`config.mk`:
```
export PLATFORM = sky130hd
export DESIGN_NAME = rule_dedup
export DESIGN_NICKNAME = d
export VERILOG_FILES = /design/src/verilog/rule_pkg.sv /design/src/verilog/rule_dedup.sv
export SDC_FILE = /design/constraint.sdc
export NUM_CORES = 1
export LEC_CHECK = 0
export BUFFER_PORTS_ARGS = -buffer_cell sky130_fd_sc_hd__buf_2
export CAP_MARGIN = 0
export CORE_MARGIN = 2
export CORE_UTILIZATION = 53
export CTS_BUF_LIST = sky130_fd_sc_hd__clkbuf_8
export DETAILED_ROUTE_END_ITERATION = 16
export PLACE_DENSITY_LB_ADDON = 0.12
export RECOVER_POWER = 50
export SYNTH_ARGS = -nofsm -noshare
export SYNTH_HDL_FRONTEND = slang
export SYNTH_SLANG_ARGS = --single-unit
```
`constraint.sdc`:
```
create_clock -name clk -period 1.75 [get_ports clk]
set_input_delay 0.2625 -clock clk [delete_from_list [all_inputs] [get_ports clk]]
set_output_delay 0.2625 -clock clk [all_outputs]
set_load 0.03 [all_outputs]
```
`src/verilog/rule_pkg.sv`:
```
`default_nettype none

package rule_pkg;

    // input beat geometry
    localparam int BEAT_WIDTH      = 128;
    localparam int NUM_LANES       = 8;
    localparam int RULE_AWIDTH     = BEAT_WIDTH / NUM_LANES;

    // lanes are split evenly over the merge units
    localparam int LANES_PER_GROUP = 4;
    localparam int NUM_GROUPS      = NUM_LANES / LANES_PER_GROUP;

    typedef logic [RULE_AWIDTH-1:0] rule_id_t;

    // fifo word, data is zero when last is set
    typedef struct packed {
        logic     last;
        rule_id_t data;
    } rule_nf_t;

    // lane 0 sits in the low bits
    typedef rule_id_t [NUM_LANES-1:0] rule_beat_t;

endpackage

`default_nettype wire
```
`src/verilog/rule_dedup.sv`:
```
`default_nettype none
`timescale 1ns/1ps

module rule_dedup (
    input  wire                     clk,
    input  wire                     rst,
    input  wire rule_pkg::rule_id_t lane_id,
    input  wire                     accept,
    input  wire                     eop,
    output logic                    lane_wr,
    output rule_pkg::rule_nf_t      lane_word
);

    import rule_pkg::*;

    // last id kept in the current packet
    rule_id_t kept_id;
    logic     keep_id;

    assign keep_id = (lane_id != '0) && (lane_id != kept_id);

    always_ff @(posedge clk) begin
        if (rst) begin
            lane_wr <= 1'b0;
            kept_id <= '0;
        end else begin
            lane_wr <= 1'b0;
            if (accept) begin
                if (eop) begin
                    // marker only, the lane id of this beat is discarded
                    lane_wr <= 1'b1;
                    kept_id <= '0;
                end else if (keep_id) begin
                    lane_wr <= 1'b1;
                    kept_id <= lane_id;
                end
            end
        end
    end

    always_ff @(posedge clk) begin
        lane_word.last <= eop;
        lane_word.data <= eop ? '0 : lane_id;
    end

endmodule

`default_nettype wire

```
; ---- Word level (Yosys, flattened, before mapping)
; Cells that the tools add are included.
[op_classes]
magnitude_cmp = 0
n_shift = 0
addsub = 0
mux = 4
n_eq_ne = 1
bitwise_logic = 1
reduce_logical = 5
multipliers = 0
div = 0
[ops]
columns = cell, n
row1 = 16-bit two-way mux, 2
row2 = 16-bit != test, 1
row3 = 16-bit nonzero test, 1
row4 = 1-bit two-way mux, 2
row5 = 2-bit AND reduction, 1
row6 = 2-bit nonzero test, 1
row7 = 2-bit OR reduction, 1
row8 = 1-bit logical AND, 1
row9 = 1-bit inverter, 1
[totals]
mem_bits_ro = 0
regBits = 34
out_inout_bits = 18
ramBits = 0
latchBits = 0
n_memories = 0
input_bits = 20

; ---- Logic depth before layout (Yosys ltp)
[depth]
word_depth = 4
depth_mapped = 7
ltp_nobuf = 5

; ---- Worst setup path after synthesis
; No wires, ideal clock.
[synth_timing]
path_kind = register to register
startpoint = reg kept_id[7]
endpoint = reg kept_id[0]
arrival_ns = 1.353
path_stages_with_launch = 8
slack_ns = 0.326
cell_sequence = dfxtp_1 > xor2_1 > nor4_1 > nand4_1 > nand3_1 > buf_6 > buf_12 > mux2i_1
[synth_via]
elab_chain_cells = 4
[synth_lines]
columns = element, line
row1 = "start, declared", rule_dedup.sv:17  ; rule_id_t kept_id;
row2 = "start signal, assigned", rule_dedup.sv:35  ; kept_id <= lane_id;
row3 = 16-bit != test, rule_dedup.sv:20  ; assign keep_id = (lane_id != '0) && (lane_id != kept_id);
row4 = 1-bit logical AND, rule_dedup.sv:20
row5 = 2-bit nonzero test (no line), -
row6 = 2-bit AND reduction (no line), -
; Every way passes these cells.
; A chain may end at the register's enable or synchronous reset.

; ---- Worst setup path after layout
[layout_timing]
startpoint = reg kept_id[15]
endpoint = reg kept_id[14]
; Same word-level chain as after synthesis.

==> key figures <==
Finish
  • Multi-input gate area: 606 µm²
  • Area grow syn2layout: 21.5%
  • Final Net Count: 197
  • Finished Cell Area: 0.00162 mm²
  • Reg area: 681 µm²
  • Diode count: 0
  • Share of cells above drive strength 1: 22.5%
  • Filler cells: 214

Floorplan
  • Full die area: 0.00293 mm²
  • Die X: 54.2 µm
  • Row count: 18
  • IO Count: 38
  • Core ar.: 0.00243 mm²
  • Die Y: 54.2 µm
  • Initial core utilization: 54.8%

Global route
  • Initial antenna violation count: 0
  • GR Layer Usage met3: 8.61%
  • All-Layer GR Usage: 21.9%
  • Most Crowded Layer GR: met2
  • GR met1 Demand/Resource: 25.2%
  • Met2 Resource Use GR: 36.1%
  • Number of global-route vias before repair: 951
  • Largest net degree at the start of global routing: 21
  • Gr ovfl total: 0
  • First-pass GRT wire length: 4360 µm

Power and ir drop
  • Peak supply drop: 0.000746 V
  • Pwr per Cell Area: 996 mW/mm²
  • Static leakage: 0.756 nW
  • Pwr Total: 1.61 mW

Outcome
  • Status: completed

Clock network
  • Root Driver: clkbuf_8
  • CTS sink cnt: 34
  • Clock tree buffer depth: 2
  • Post CTS Setup Buffer Count: 0
  • Resize count post-CTS: 0
  • Worst-path clk slew: 70 ps
  • Num CTS Buffers: 5
  • H-tree depth: 2
  • Clk Latency, worst-skew pair: 290 ps
  • # hold bufs at CTS: 0
  • CTS tree: yes

Job
  • Maxcap violations: 0

Synth
  • Sequential fraction of the synthesis area: 51.0%
  • Netlist cell types: 14
  • Yosys warnings: 0
  • Synthesized net count: 155
  • Synth Instances: 135
  • FF+latch count, synth: 34
  • Post-Syn Area per Cell: 9.88 µm²
  • Cell area after synthesis: 0.00133 mm²

Route
  • DRT Wirelength: 2690 µm
  • WL/cell: 12.9 µm
  • Vias per cell: 5.02
  • Vias: 1,045
  • Router iterations before antenna repair: 5
  • DRC viols: 0
  • Post-DRT Antenna Nets: 0
  • DR iter-0 viols: 23

STA
  • Fmax: 611 MHz
  • Slew Viols, Final: 0
  • Final setup vio count: 0
  • Slew margin rel.: 44.0%
  • Worst hold slack: 162 ps
  • Final Hold Viols: 0
  • RSZ-0062 raised after global routing: false
  • Clk_skew: 5.17 ps
  • Slew @ Worst Pin: 840 ps
  • Tmin final: 1640 ps
  • Setup_tns: 0 ps
  • Fin crit share: 93.5%

Critical path
  • Worst setup EP type: register
  • Arr. time, crit path: 1840 ps
  • Setup CP Type: reg -> reg
  • Maximum fanout along the worst path: 8
  • Worst R2R Start: kept_id[15]
  • CP required: 1960 ps
  • Startpoint Class: register
  • Critical Path Source: kept_id[15]

Placed design
  • Area after DPL: 0.00154 mm²
  • GP Congestion: 0.820
  • Port bufs: 37
  • DPL Wire Length: 1870 µm

Min path
  • Min-delay worst type: in -> reg
  • Worst Hold Launch: rst
==> cell usage after synthesis <==
library cell	count	share of area [%]
nor2_1	1	0.28
nand2_1	33	9.3
buf_6	1	0.84
nor2b_1	16	7.5
a21oi_1	2	0.75
clkbuf_1	3	0.84
xor2_1	16	11
nor4_1	8	3.8
nand3_1	1	0.37
nand4_1	2	0.94
mux2i_1	16	12
dfxtp_1	34	51
buf_2	1	0.37
buf_12	1	1.5
==> final timing paths <==
kind	depth (start not counted)	slack [ps]	to
setup / recovery	6	110	kept_id[14]
hold reg to reg	2	470	kept_id[12]
setup reg to reg	6	110	kept_id[14]
hold / removal	2	160	lane_wr
==> worst max-delay path, stage by stage, from the launching register on <==
cell	delay [ps]
dfxtp_1	320
xor2_1	160
nor4_1	370
nand4_1	140
nand3_1	140
buf_4	210
mux2i_1	210
==> stage by stage <==
stage	worst slack (ps)	util [%]	cells
CTS	113	67.0	208
floorplan	326	-	135
finish	115	66.6	208
detailed placement	90.8	63.3	200
global placement	138	63.3	200
global route	0.279	66.6	208
==> flip-flops by register name, indices dropped and copies added, names as in the netlist <==
name / cells
lane_word: 17
lane_wr: 1
kept_id: 16
==> report_power, final <==
group | internal [mW] | total, mW | switching, mW
combinational | 0.0754 | 0.209 | 0.133
sequential | 0.810 | 0.824 | 0.0134
clock | 0.311 | 0.582 | 0.271
==> cells by family (layout without fill, tap and decap cells) <==
kind of cell	count (synthesis)	after routing	synth area share, %
AOI/OAI and AO/OA	2	2	0.750
xor gates and xnor gates	16	16	10.5
buffers and inverters	6	49	3.56
DFF	34	34	51.0
muxes	16	16	12.0
and+or+nand+nor	61	61	22.1
==> cells in the final DEF, fill, tap and decap left out <==
cell	instances
clkbuf_8	6
nor4_1	8
buf_2	29
xor2_1	16
clkbuf_1	8
nor2_1	1
clkinv_2	1
inv_1	1
a21oi_1	2
nand3_1	1
buf_4	4
dfxtp_1	34
nand2_1	33
mux2i_1	16
nor2b_1	16
nand4_1	2
==> final cells by class <==
class / instances / share of cell area [%]
clock inverter: 2 / 0.541
timing repair buffer: 41 / 12.7
sequential: 34 / 42.0
multi-input combinational: 95 / 37.4
tap: 30 / 2.32
clock buffer: 6 / 5.10
==> metal layers <==
| metal | share of wire, % | up-vias | wire [µm] |
|---|---|---|---|
| met5 | 0 | - | 0 |
| met4 | 0.93 | 0 | 25 |
| met3 | 6.1 | 4 | 164 |
| met2 | 49 | 26 | 1320 |
| met1 | 44 | 488 | 1180 |
| li1 | - | 527 | - |
Power figures use the tool's default switching activity.
