--- src/verilog/rule_pkg.sv ---
`default_nettype none

package rule_pkg;

    // input beat geometry
    localparam int BEAT_WIDTH      = 128;
    localparam int NUM_LANES       = 8;
    localparam int RULE_AWIDTH     = BEAT_WIDTH / NUM_LANES;

    // lanes are split evenly over the merge units
    localparam int LANES_PER_GROUP = 4;
    localparam int NUM_GROUPS      = NUM_LANES / LANES_PER_GROUP;

    typedef logic [RULE_AWIDTH-1:0] rule_id_t;

    // fifo word, data is zero when last is set
    typedef struct packed {
        logic     last;
        rule_id_t data;
    } rule_nf_t;

    // lane 0 sits in the low bits
    typedef rule_id_t [NUM_LANES-1:0] rule_beat_t;

endpackage

`default_nettype wire
--- src/verilog/rule_merge.sv ---
`default_nettype none
`timescale 1ns/1ps

module rule_merge (
    input  wire                                                  clk,
    input  wire                                                  rst,
    input  wire rule_pkg::rule_nf_t [rule_pkg::LANES_PER_GROUP-1:0] heads,
    input  wire [rule_pkg::LANES_PER_GROUP-1:0]                  head_valid,
    input  wire                                                  out_afull,
    output logic [rule_pkg::LANES_PER_GROUP-1:0]                 rd_en,
    output logic                                                 out_wr,
    output rule_pkg::rule_nf_t                                   out_word
);

    import rule_pkg::*;

    localparam int N = LANES_PER_GROUP;

    logic [N-1:0]   head_last;
    logic [N-1:0]   req;
    logic [N-1:0]   grant;
    logic [N-1:0]   rr_ptr;
    logic [2*N-1:0] req_dbl;
    logic [2*N-1:0] grant_dbl;
    logic           barrier;
    rule_nf_t       grant_word;

    always_comb begin
        for (int i = 0; i < N; i++) begin
            head_last[i] = heads[i].last;
        end
    end

    // markers never request, they wait for the barrier
    assign req     = head_valid & ~head_last & {N{~out_afull}};
    assign barrier = (&(head_valid & head_last)) && !out_afull;

    // round robin, first request at or above the one-hot pointer
    // wrapping around through the upper copy
    assign req_dbl   = {req, req};
    assign grant_dbl = req_dbl & ~(req_dbl - {{N{1'b0}}, rr_ptr});
    assign grant     = grant_dbl[N-1:0] | grant_dbl[2*N-1:N];

    always_ff @(posedge clk) begin
        if (rst) begin
            rr_ptr <= {{(N-1){1'b0}}, 1'b1};
        end else if (|grant) begin
            // next search starts one past the winner
            rr_ptr <= {grant[N-2:0], grant[N-1]};
        end
    end

    always_comb begin
        grant_word = '0;
        for (int i = 0; i < N; i++) begin
            if (grant[i]) begin
                grant_word = heads[i];
            end
        end
    end

    // barrier pops every lane at once
    assign rd_en = barrier ? {N{1'b1}} : grant;

    always_ff @(posedge clk) begin
        if (rst) begin
            out_wr <= 1'b0;
        end else begin
            out_wr <= barrier || (|grant);
        end
    end

    always_ff @(posedge clk) begin
        if (barrier) begin
            out_word.last <= 1'b1;
            out_word.data <= '0;
        end else begin
            out_word <= grant_word;
        end
    end

endmodule

`default_nettype wire

--- config.mk ---
export PLATFORM = sky130hd
export DESIGN_NAME = rule_merge
export DESIGN_NICKNAME = d
export VERILOG_FILES = /design/src/verilog/rule_pkg.sv /design/src/verilog/rule_merge.sv
export SDC_FILE = /design/constraint.sdc
export NUM_CORES = 1
export LEC_CHECK = 0
export CAP_MARGIN = 15
export CORE_UTILIZATION = 60
export CTS_CLUSTER_SIZE = 25
export DETAILED_ROUTE_END_ITERATION = 8
export DONT_BUFFER_PORTS = 1
export GPL_ROUTABILITY_DRIVEN = 0
export PLACE_DENSITY = 0.76
export RECOVER_POWER = 50
export REMOVE_ABC_BUFFERS = 1
export SLEW_MARGIN = 20
export SYNTH_ARGS = -nofsm -noshare
export SYNTH_HDL_FRONTEND = slang
export SYNTH_SLANG_ARGS = --single-unit
--- constraint.sdc ---
create_clock -name clk -period 8.35 [get_ports clk]
set_clock_uncertainty 0.15 [all_clocks]
set_input_delay 0.4175 -clock clk [delete_from_list [all_inputs] [get_ports clk]]
set_output_delay 0.4175 -clock clk [all_outputs]
set_load 0.05 [all_outputs]
* Yosys cells after proc, flatten, opt, wreduce, memory -nomap -nowiden
Cells that the tools add are included.
** Storage, ports and cells
- Output and inout port bits :: 22
- Register bits after elaboration :: 22
** Cells by class
- Reductions and logical operators :: 5
- Mux-type cells :: 5
- $add $sub $neg :: 1
- Bitwise logic cells :: 8
** Operator list (count)
- 2-to-1 mux 17 bit :: 4
- AND 4 bit :: 3
- AND 8 bit :: 1
- inverter 8 bit :: 1
- subtractor 8 x 4 -> 8 bit :: 1
- 2-to-1 mux 4 bit :: 1
- inverter 4 bit :: 1
- bitwise OR 4 bit :: 1
- AND reduction 4 bit :: 1
- OR reduction 4 bit :: 1
- logical AND 1 bit :: 1
- zero test 1 bit :: 1
- logical OR 1 bit :: 1
- inverter 1 bit :: 1

* Logic depth before layout (Yosys ltp)
Gate-level depths: netlist (run 1).
- Depth in word-level cells :: 11
- Gate-level depth with buffers :: 11
- Depth with buffers taken out :: 10

* Worst setup path after synthesis (run 1)
Ideal clock, no wire load.
- Kind :: input port to output port
- From :: input heads[33] (netlist bit)
- To :: output rd_en[0] (netlist bit)
- Path slack :: 5177 ps
- Stages on the path :: 8
- Required time :: 7783 ps
- Arrival time :: 2606 ps
- Cells stage by stage :: nand2b_1 > or2_2 > fa_1 > nor2b_1 > nor3_1 > o31ai_1 > clkbuf_1 > nand2_1
** On the way
- Word-level cells in the longest chain between the ends :: 8
** Ends and longest elaborated chain
- from (decl) :: RTL line rule_merge.sv:7 : input wire rule_pkg::rule_nf_t [rule_pkg::LANES_PER_GROUP-1:0] heads,
- inverter 4 bit :: RTL line rule_merge.sv:35 : assign req = head_valid & ~head_last & {N{~out_afull}};
- AND 4 bit (2 in a row) :: RTL line rule_merge.sv:35
- subtractor 8 x 4 -> 8 bit :: RTL line rule_merge.sv:41 : assign grant_dbl = req_dbl & ~(req_dbl - {{N{1'b0}}, rr_ptr});
- inverter 8 bit :: RTL line rule_merge.sv:41
- AND 8 bit :: RTL line rule_merge.sv:41
- bitwise OR 4 bit :: RTL line rule_merge.sv:42 : assign grant = grant_dbl[N-1:0] | grant_dbl[2*N-1:N];
- 2-to-1 mux 4 bit (*) :: RTL line rule_merge.sv:63 : assign rd_en = barrier ? {N{1'b1}} : grant;
- to (decl) :: RTL line rule_merge.sv:10 : output logic [rule_pkg::LANES_PER_GROUP-1:0] rd_en,
Every way passes the cells marked *; elsewhere a longest branch is shown, timed or not.

* Worst setup path in the final report (run 1)
- From :: input heads[33] (netlist bit)
- To :: output rd_en[1] (netlist bit)
Same word-level chain as after synthesis.

==> results of run 1 <==
critical path, stage by stage:
cell      delay (ns)
nand2b_1        0.17
or2_2           0.31
fa_1            0.51
inv_1           0.04
o32ai_1         1.74
or2_2           0.51
Yosys cell counts (2+ instances only):
cell type	count
dfxtp_1	22
nor3b_2	2
o31ai_1	9
a211oi_1	8
buf_2	3
nor2_1	15
nand4_1	2
ha_1	3
nor2b_1	3
nand2_1	13
clkbuf_1	5
a41oi_1	2
o21a_1	2
nand2b_1	3
o21ai_0	8
a21oi_1	20
or2_2	2
a22oi_1	8
nor3b_1	8
nor3_1	4
inv_1	6
where the power goes:
part	switching, mW	internal (mW)
combinational	0.0347	0.0213
clock	0.0316	0.0266
sequential	0.0476	0.119
total	0.114	0.167
cell type report:
| class | instances | area [µm²] | share of cell area |
|---|---|---|---|
| clock buffer | 4 | 36.3 | 0.0271 |
| sequential | 22 | 440 | 0.328 |
| multi-input combinational | 126 | 798 | 0.595 |
| tap | 27 | 33.8 | 0.0252 |
| timing repair buffer | 1 | 10.0 | 0.00746 |
| inverter | 6 | 22.5 | 0.0168 |
stage by stage:
| step | power (mW) | cell area, µm² | util | instances | hold WS, ns |
|---|---|---|---|---|---|
| floorplan | 0.214 | 1270 | - | 154 | 0.329 |
| global placement | 0.223 | 1310 | 0.650 | 181 | 0.338 |
| detailed placement | 0.226 | 1310 | 0.650 | 181 | 0.343 |
| CTS | 0.283 | 1350 | 0.668 | 185 | 0.00642 |
| global route | 0.293 | 1340 | 0.663 | 186 | 0.00382 |
| finish | 0.280 | 1340 | 0.663 | 186 | 0.0144 |
state kept, by name, summed over array words and instances (netlist names):
signal and count:
out_word 17, rr_ptr 4, out_wr 1
final timing paths:
path,endpoint,slack [ns],cells after the start
setup / recovery,rd_en[1],4.06,6
hold / removal,rr_ptr[3]$_SDFFE_PP0P_,0.01,1
setup reg to reg,out_word[9]$_SDFF_PP0_,4.40,7
hold reg to reg,rr_ptr[1]$_SDFFE_PP0P_,0.40,2
cell families after synthesis:
| kind of cell | synth area share |
|---|---|
| AND/OR/NAND/NOR | 0.233 |
| flip-flops | 0.332 |
| buffers and inverters | 0.0565 |
| adder cells (fa/ha/maj) | 0.0434 |
| AO/OA/AOI/OAI | 0.336 |
metal layers:
layer | wire [µm] | vias to the layer above | part of all wire
li1 | - | 597 | -
met2 | 1800 | 67 | 0.53
met4 | 25 | 0 | 0.0073
met5 | 0 | - | 0
met1 | 1370 | 557 | 0.40
met3 | 212 | 4 | 0.062
placed cells by master (no fill, tap or decap), types with 2 or more instances in the layout:
cell type  synthesis  routed
clkbuf_4           0       3
nand2b_1           3       3
o31ai_1            9       8
a22oi_1            8       8
or2_2              2       2
a211oi_1           8       8
ha_1               3       3
nor3b_1            8       8
dfxtp_1           22      22
nor2_1            15      15
inv_1              6       6
o21ai_0            8       8
a41oi_1            2       2
nand2_1           13      13
o21a_1             2       2
o31ai_2            1       2
nand4_1            2       2
a21oi_1           20      20
nor3b_2            2       2
nor2b_1            3       3
nor3_1             4       4
repair_timing:
item | in CTS | in global routing
hold buffers | 0 | 1
setup buffers | 0 | 0
resized for setup | 0 | 0
hold endpoints to repair | 0 | 1
endpoints found under the setup margin | 0 | 0
==> summary.txt, run 1 <==
Outcome
  • Status: finished with violations
  • Failing checks: max-capacitance violations, max-slew violations

Min path
  • Hold path startpoint: rst
  • Hold Crit Class: primary input to flop

Setup path
  • Crit start category: primary input
  • Worst reg2reg startpoint: rr_ptr[0]$_SDFFE_PP1P_
  • Critical Path AT: 3.72 ns
  • Worst EP required: 7.78 ns
  • Crit path max fanout: 22
  • Critical path type: primary input to output pin
  • Worst Setup SP: heads[33]
  • Worst Setup End Kind: output pin

Logic synthesis
  • Area share of the largest cell type after synthesis: 0.332
  • Top FF cell, synth: dfxtp_1
  • Cell Area, Synth: between 0.001 and 0.0015 mm²
  • Leading post-synthesis cells by cell area: dfxtp_1 (33%), a21oi_1 (7.5%), o31ai_1 (5.1%)
  • Cell count after synthesis: 164
  • Post-synth ARST share: 0
  • Largest area contributor in the netlist: dfxtp_1
  • Yosys warns: 0
  • Post-synthesis sequential area ratio: 0.332
  • Distinct cells, synth: 37
  • Post-synth EDFFs: 0
  • FF+latch count, synth: 22
  • Mean area per synthesized cell: 8.09 µm²

Global routing
  • GRT Util Overall: 0.288
  • Congestion Overflow GR: 0
  • First-pass GRT wire length: 5.41 mm
  • Most Crowded Layer GR: met2
  • Vias in the first global route: between 1000 and 1500
  • Met2 Track Usage GR: 0.546
  • Pin count of the biggest net entering global routing: 26
  • Grt met1 use: 0.297
  • Initial antenna violation count: 0
  • GR Util met3: 0.0654

STA
  • Unrepaired setup endpoints after global routing: false
  • Period utilization: 0.513
  • Worst-margin pin slew: 2.21 ns
  • Final Hold Vio Count: 0
  • Fin crit period: around 4.3 ns
  • Slew margin rel.: -0.478
  • Setup violators final: 0
  • Setup ws final: 4.06 ns
  • Fmax: ~0.23 GHz
  • Fin. max-slew vios: 23
  • Setup TNS: 0 ns

CTS
  • Root Buffer: clkbuf_4
  • H-tree depth: 1
  • Maximum buffer depth of the clock tree: 2
  • Num CTS Buffers: 3
  • Clk sinks: 22
  • Clk_lat worst skew: 0.30 ns
  • CTS tree: yes
  • Clk slew on worst S/H paths: 0.12 ns

Routing
  • Routed vias: about 1200
  • Routed WL: 3.41 mm
  • ANT nets after route: 0
  • Routed length per instance: 18.3 µm
  • Pre-Repair DR Iteration Count: 4
  • Vias per inst: 6.59
  • Drt drc: 0
  • Starting DRT DRC Count: 31

Cells and area
  • Area grow syn2layout: 1.04%
  • Fraction of layout instances using a drive strength above 1: 0.0755
  • ANT cells: 0
  • Final net count: 239
  • Fill cell count: 175

Power and ir drop
  • Leakage: 0.484 nW
  • Max VDD drop: 0.146 mV
  • Pwr dens: 209 mW/mm²

Die
  • Die area: roughly 0.0024 mm²
  • Core ar.: 0.00202 mm²
  • Chip height: a little under 50 µm
  • I/O pin count: 97
  • Starting Density: 0.657
  • Rows: 16
  • Die width: just under 50 µm

Run
  • Max_cap viols: 1

Place
  • I/O Buffers: 0
  • DP Worst Slack: 4.78 ns
  • Placed wire-length estimate: 2.55 mm
No activity file was read; power rests on OpenSTA's default activity.
==> run 2, diff against run 1 <==
Clock period 8.35 ns to 4.5 ns, I/O delays scaled along.
==> run 2 against run 1 <==
The run now ends clean. Total power increased by 100%. Sequential share of layout area is 6.4 points lower. Sequential power is 87% higher. Count of clock-buffer cells in the layout is the same. Highest routed layer unchanged. First-iteration DRC count is 55% higher. Cell count is 17% higher. Worst setup slack got worse by 3.3 ns. Global-route usage increased by 8.3 points.
==> summary.txt, run 2 (synthesized netlist as in run 1, its figures left out) <==
Setup path
  • Cells along the critical path: inv_1 -> ha_1 -> a21oi_1 -> nand2_1 -> o21a_1 -> o31ai_1 -> nand2_1
  • Slowest Stage Delay on Critical Path: 1.11 ns
  • Crit Reg-Reg Endpoint: out_word[0]$_SDFF_PP0_
  • Critical path type: flop to output pin
  • Worst path most repeated cell: nand2_1
  • Critical Path AT: 3.33 ns
  • Worst Setup End Kind: output pin
  • Worst EP required: 4.12 ns
  • Critical path's top delay family: compound AO/OA/AOI/OAI gates
  • Crit start category: flop
  • Buf/Inv on CP: 1
  • Worst reg2reg startpoint: rr_ptr[2]$_SDFFE_PP0P_
  • CP max-delay cell: o31ai_1
  • Crit path max fanout: 13
  • Worst R2R Setup Slack: between 0.9 and 1 ns
  • Cells on worst reg2reg path: 9

Cells and area
  • Top flop regs: out_word (17), rr_ptr (4), out_wr (1)
  • ANT cells: 0
  • Max reg flops: 17
  • Fraction of layout instances using a drive strength above 1: 0.0632
  • Final net count: 270
  • Area of the multi-input gates: 812 µm²
  • Area grow syn2layout: 25.4%
  • Commonest non-fill, non-tap cells in the layout: dlygate4sd3_1 (32), dfxtp_1 (22), a21oi_1 (20)
  • Top reg by flops: out_word
  • Sequential cell area: 440 µm²
  • Most common cell after layout, fill and taps aside: dlygate4sd3_1
  • Fill cell count: 122

Routing
  • Routed length per instance: 20.1 µm
  • ANT nets after route: 0
  • Vias per inst: 6.74
  • Pre-Repair DR Iteration Count: 4
  • Starting DRT DRC Count: 48
  • Routed vias: 1463
  • Routed WL: 4.36 mm
  • Drt drc: 0

CTS
  • Post-CTS setup buffer count: 0
  • H-tree depth: 1
  • CTS tree: yes
  • Root Buffer: clkbuf_4
  • Clk sinks: 22
  • Clk slew on worst S/H paths: between 0.1 and 0.15 ns
  • Clk_lat worst skew: 0.32 ns
  • Num CTS Buffers: 3
  • Maximum buffer depth of the clock tree: 2
  • Resized cells post-CTS: 0

Min path
  • Hold Crit Class: primary input to flop
  • Worst hold path depth: 2
  • Hold path startpoint: heads[53]
  • WHS Endpoint: out_word[2]$_SDFF_PP0_

STA
  • Worst-margin pin slew: 1.41 ns
  • Period utilization: 0.823
  • Slew margin rel.: 0.0517
  • Fmax: 0.270 GHz
  • Unrepaired setup endpoints after global routing: false
  • Setup TNS: 0 ns
  • Hold WS: 0.0130 ns
  • Fin crit period: 3.70 ns
  • Final Hold Vio Count: 0
  • Fin. max-slew vios: 0
  • Setup violators final: 0

Global routing
  • First-pass GRT wire length: 6.79 mm
  • Pin count of the biggest net entering global routing: 26
  • GRT Util Overall: 0.371
  • Initial antenna violation count: 0
  • Vias in the first global route: 1489
  • Congestion Overflow GR: 0

Die
  • I/O pin count: 97
  • Die area: 0.00240 mm²
  • Rows: 16
  • Chip height: 49.0 µm
  • Die width: 49.0 µm
  • Starting Density: 0.657
  • Core ar.: 0.00202 mm²

Run
  • Max_cap viols: 0

Power and ir drop
  • Pwr dens: 345 mW/mm²
  • Max VDD drop: between 0.2 and 0.25 mV
  • Leakage: approximately 0.64 nW

Outcome
  • Status: completed

Place
  • Placed wire-length estimate: roughly 2.6 mm
  • I/O Buffers: 0
## run 2: cell types whose count changed in the layout (fill, tap and decap cells not counted), sizes merged
| cell | change |
|---|---|
| dlygate4sd3 | +31 |
## run 2: how the worst max path moves through the flow
stage / depth (start not counted) / start / slack [ns] / endpoint
final: 7 / rr_ptr[2]$_SDFFE_PP0P_ / 0.80 / rd_en[3]
after global placement: 7 / heads[33] / 1.44 / rd_en[0]
after floorplan: 7 / heads[33] / 1.34 / rd_en[0]
after detailed placement: 9 / heads[33] / 1.35 / out_word[2]$_SDFF_PP0_
after CTS: 9 / rr_ptr[0]$_SDFFE_PP1P_ / 1.12 / out_word[1]$_SDFF_PP0_
after global routing: 7 / rr_ptr[2]$_SDFFE_PP0P_ / 0.64 / rd_en[3]
## run 2: worst reg2reg max path: cells and delay by family (launching register included)
family,cells,cell delay [ns]
AND/OR/NAND/NOR,1,0.10
buffers and inverters,2,0.62
AO/OA/AOI/OAI,5,1.96
adder cells (fa/ha/maj),1,0.35
flip-flops,1,0.36
## run 2: power by group
group	internal [mW]	switching, mW	total, mW
Clock	0.0494	0.0646	0.114
Combinational	0.0730	0.0767	0.150
Sequential	0.220	0.0899	0.310
## run 2: per-stage QoR
step / total power [mW] / worst slack, ns / std cells / instance area (µm²) / util
finish: 0.574 / 0.796 / 217 / 1670 / 0.824
global route: 0.592 / 0.637 / 217 / 1670 / 0.824
CTS: 0.562 / 1.12 / 217 / 1670 / 0.826
detailed placement: 0.419 / 1.35 / 181 / 1310 / 0.650
global placement: 0.413 / 1.44 / 181 / 1310 / 0.650
floorplan: 0.397 / 1.34 / 154 / 1270 / -
## run 2: what timing repair did
action,in CTS,in global routing
endpoints found under the hold margin,21,0
setup endpoints to repair,0,0
hold buffers,32,0
## run 2: area by class of cell
cell class / count / share of cell area
Clock buffer: 4 / 0.0218
Inverter: 6 / 0.0135
Multi-Input combinational cell: 126 / 0.488
Sequential cell: 22 / 0.264
Tap cell: 27 / 0.0203
Timing Repair Buffer: 32 / 0.192
## run 2: layer usage
layer	global-route usage	part of all wire	vias to the layer above
met2	0.625	0.49	101
met1	0.427	0.38	679
met4	0.230	0.048	0
li1	-	-	659
met3	0.0748	0.085	24
met5	0	0	-
==> run 3, diff against run 2 <==
Clock period 4.5 ns to 3.8 ns, I/O delays scaled along.
==> run 3 against run 2 <==
Worst setup slack got worse by 0.52 ns. Global-route usage rose by 1.3 points. Design area rose by 2.5%. Critical endpoint is now out_word[10]$_SDFF_PP0_. First-iteration DRC count rose by 17%. Highest routed layer unchanged. Non-clock buffer count rose by 3. Sequential share of layout area fell by 0.64 points. Cell count rose by 1.4%. Combinational power rose by 21%.
==> summary.txt, run 3 (synthesized netlist as in run 1, its figures left out) <==
Setup path
  • Crit Reg-Reg Endpoint: out_word[10]$_SDFF_PP0_
  • Critical path type: flop to flop
  • Cells on worst reg2reg path: 9
  • Worst Setup End Kind: flop
  • Critical Path AT: 3.64 ns
  • Crit start category: flop
  • Worst EP required: 3.91 ns
  • Worst R2R Setup Slack: 0.27 ns
  • Worst reg2reg startpoint: rr_ptr[0]$_SDFFE_PP1P_
  • Crit path max fanout: 19

Place
  • Placed wire-length estimate: about 2.6 mm
  • I/O Buffers: 0
  • DP Area: about 0.0013 mm²

Outcome
  • Status: completed

STA
  • Worst-margin pin slew: around 0.9 ns
  • Fin. max-slew vios: 0
  • Fmax: 0.284 GHz
  • Setup violators final: 0
  • Unrepaired setup endpoints after global routing: false
  • Period utilization: 0.928
  • Fin crit period: roughly 3.5 ns
  • Slew margin rel.: 0.390
  • Hold WS: 0.159 ns
  • Final Hold Vio Count: 0
  • Setup TNS: 0 ns

CTS
  • Root Buffer: clkbuf_4
  • CTS tree: yes
  • Post-CTS setup buffer count: 0
  • H-tree depth: 1
  • Maximum buffer depth of the clock tree: 2
  • Num CTS Buffers: 3
  • Clk sinks: 22
  • Clk_lat worst skew: 0.31 ns
  • Clk slew on worst S/H paths: 0.13 ns

Routing
  • ANT nets after route: 0
  • Routed length per instance: roughly 20 µm
  • Starting DRT DRC Count: 56
  • Routed WL: roughly 4.4 mm
  • Drt drc: 0
  • Vias per inst: 6.82
  • Routed vias: 1500
  • Pre-Repair DR Iteration Count: 4

Die
  • Die area: 0.00240 mm²
  • I/O pin count: 97
  • Rows: 16
  • Die width: 49.0 µm
  • Chip height: ~49 µm
  • Core ar.: 0.00202 mm²
  • Starting Density: 0.657

Cells and area
  • Final net count: 273
  • Area grow syn2layout: 28.6%
  • Fraction of layout instances using a drive strength above 1: 0.0725
  • ANT cells: 0
  • Top flop regs: out_word (17), rr_ptr (4), out_wr (1)
  • Area of the multi-input gates: 812 µm²
  • Max reg flops: 17
  • Fill cell count: 110
  • Commonest non-fill, non-tap cells in the layout: dlygate4sd3_1 (33), dfxtp_1 (22), a21oi_1 (20)
  • Top reg by flops: out_word
  • Most common cell after layout, fill and taps aside: dlygate4sd3_1
  • Final instance area: 0.00171 mm²
  • Sequential cell area: 440 µm²

Run
  • Max_cap viols: 0

Power and ir drop
  • Part of the power in the clock network: 0.248
  • Comb power frac: 0.249
  • Switching share of total power: 0.375
  • Max VDD drop: 0.370 mV
  • Power, Total: 731 µW
  • Leakage: between 0.6 and 0.7 nW
  • Pwr dens: 428 mW/mm²
  • Switching pwr: approximately 270 µW
  • P_int: 457 µW
  • Reg power frac: 0.502

Min path
  • Worst hold path depth: 3
  • WHS Endpoint: rr_ptr[0]$_SDFFE_PP1P_
  • Hold Crit Class: primary input to flop
  • Hold path startpoint: heads[16]

Global routing
  • First-pass GRT wire length: 7.06 mm
  • Congestion Overflow GR: 0
  • Pin count of the biggest net entering global routing: 26
  • Vias in the first global route: 1475
  • GRT Util Overall: 0.384
  • Initial antenna violation count: 0
-- run 3: changes by cell type in the layout (fill, tap and decap cells not counted), sizes merged --
cell,delta
clkbuf,-1
bufinv,+1
buf,+2
dlygate4sd3,+1
-- run 3: power by group through the flow --
stage	logic, mW	clock network, mW	registers [mW]
4_1_cts	0.173	0.179	0.366
5_1_grt	0.198	0.188	0.370
6_report	0.182	0.182	0.367
3_3_place_gp	0.120	0	0.371
3_5_place_dp	0.125	0	0.371
2_1_floorplan	0.103	0	0.367
-- run 3: repair_timing --
action / CTS / global route
hold endpoints to repair: 21 / 0
hold buffers: 33 / 0
resized for setup: 0 / 0
-- run 3: final cells by class --
| class | instances | area share |
|---|---|---|
| Sequential cell | 22 | 0.258 |
| Clock inverter | 1 | 0.0176 |
| Inverter | 6 | 0.0132 |
| Multi-Input combinational cell | 126 | 0.476 |
| Timing Repair Buffer | 35 | 0.202 |
| Clock buffer | 3 | 0.0132 |
| Tap cell | 27 | 0.0198 |
-- run 3: how the worst max path moves through the flow --
| stage | startpoint | to | slack, ns | depth (start not counted) |
|---|---|---|---|---|
| 2_1_floorplan | heads[33] | rd_en[0] | 0.71 | 7 |
| 3_3_place_gp | heads[33] | out_word[11]$_SDFF_PP0_ | 0.92 | 9 |
| 3_5_place_dp | heads[33] | out_word[11]$_SDFF_PP0_ | 0.72 | 9 |
| 4_1_cts | rr_ptr[0]$_SDFFE_PP1P_ | out_word[11]$_SDFF_PP0_ | 0.45 | 9 |
| 5_1_grt | rr_ptr[2]$_SDFFE_PP0P_ | out_word[0]$_SDFF_PP0_ | 0.1 | 9 |
| 6_report | rr_ptr[0]$_SDFFE_PP1P_ | out_word[10]$_SDFF_PP0_ | 0.27 | 9 |
-- run 3: routing by layer --
metal,vias up,GRT usage,share of wire
met4,0,0.191,0.049
met5,-,0,0
met3,24,0.118,0.081
met1,704,0.426,0.37
li1,667,-,-
met2,105,0.660,0.50
-- run 3: critical path: stages (launching register included) --
cell and delay [ns]:
dfxtp_1 0.34, nor2b_1 0.16, fa_1 0.40, nor2b_1 0.14, o21ai_1 0.20, o21ai_2 0.28, nor3_1 0.81, a21oi_1 0.20
a21oi_1 0.20, dlygate4sd3_1 0.59
-- run 3: metrics by stage --
step / std cells / util / setup WS, ns
final: 220 / 0.844 / 0.274
after global routing: 220 / 0.844 / 0.0993
after CTS: 220 / 0.847 / 0.453
after detailed placement: 183 / 0.657 / 0.723
after global placement: 183 / 0.657 / 0.920
after floorplan: 154 / - / 0.715
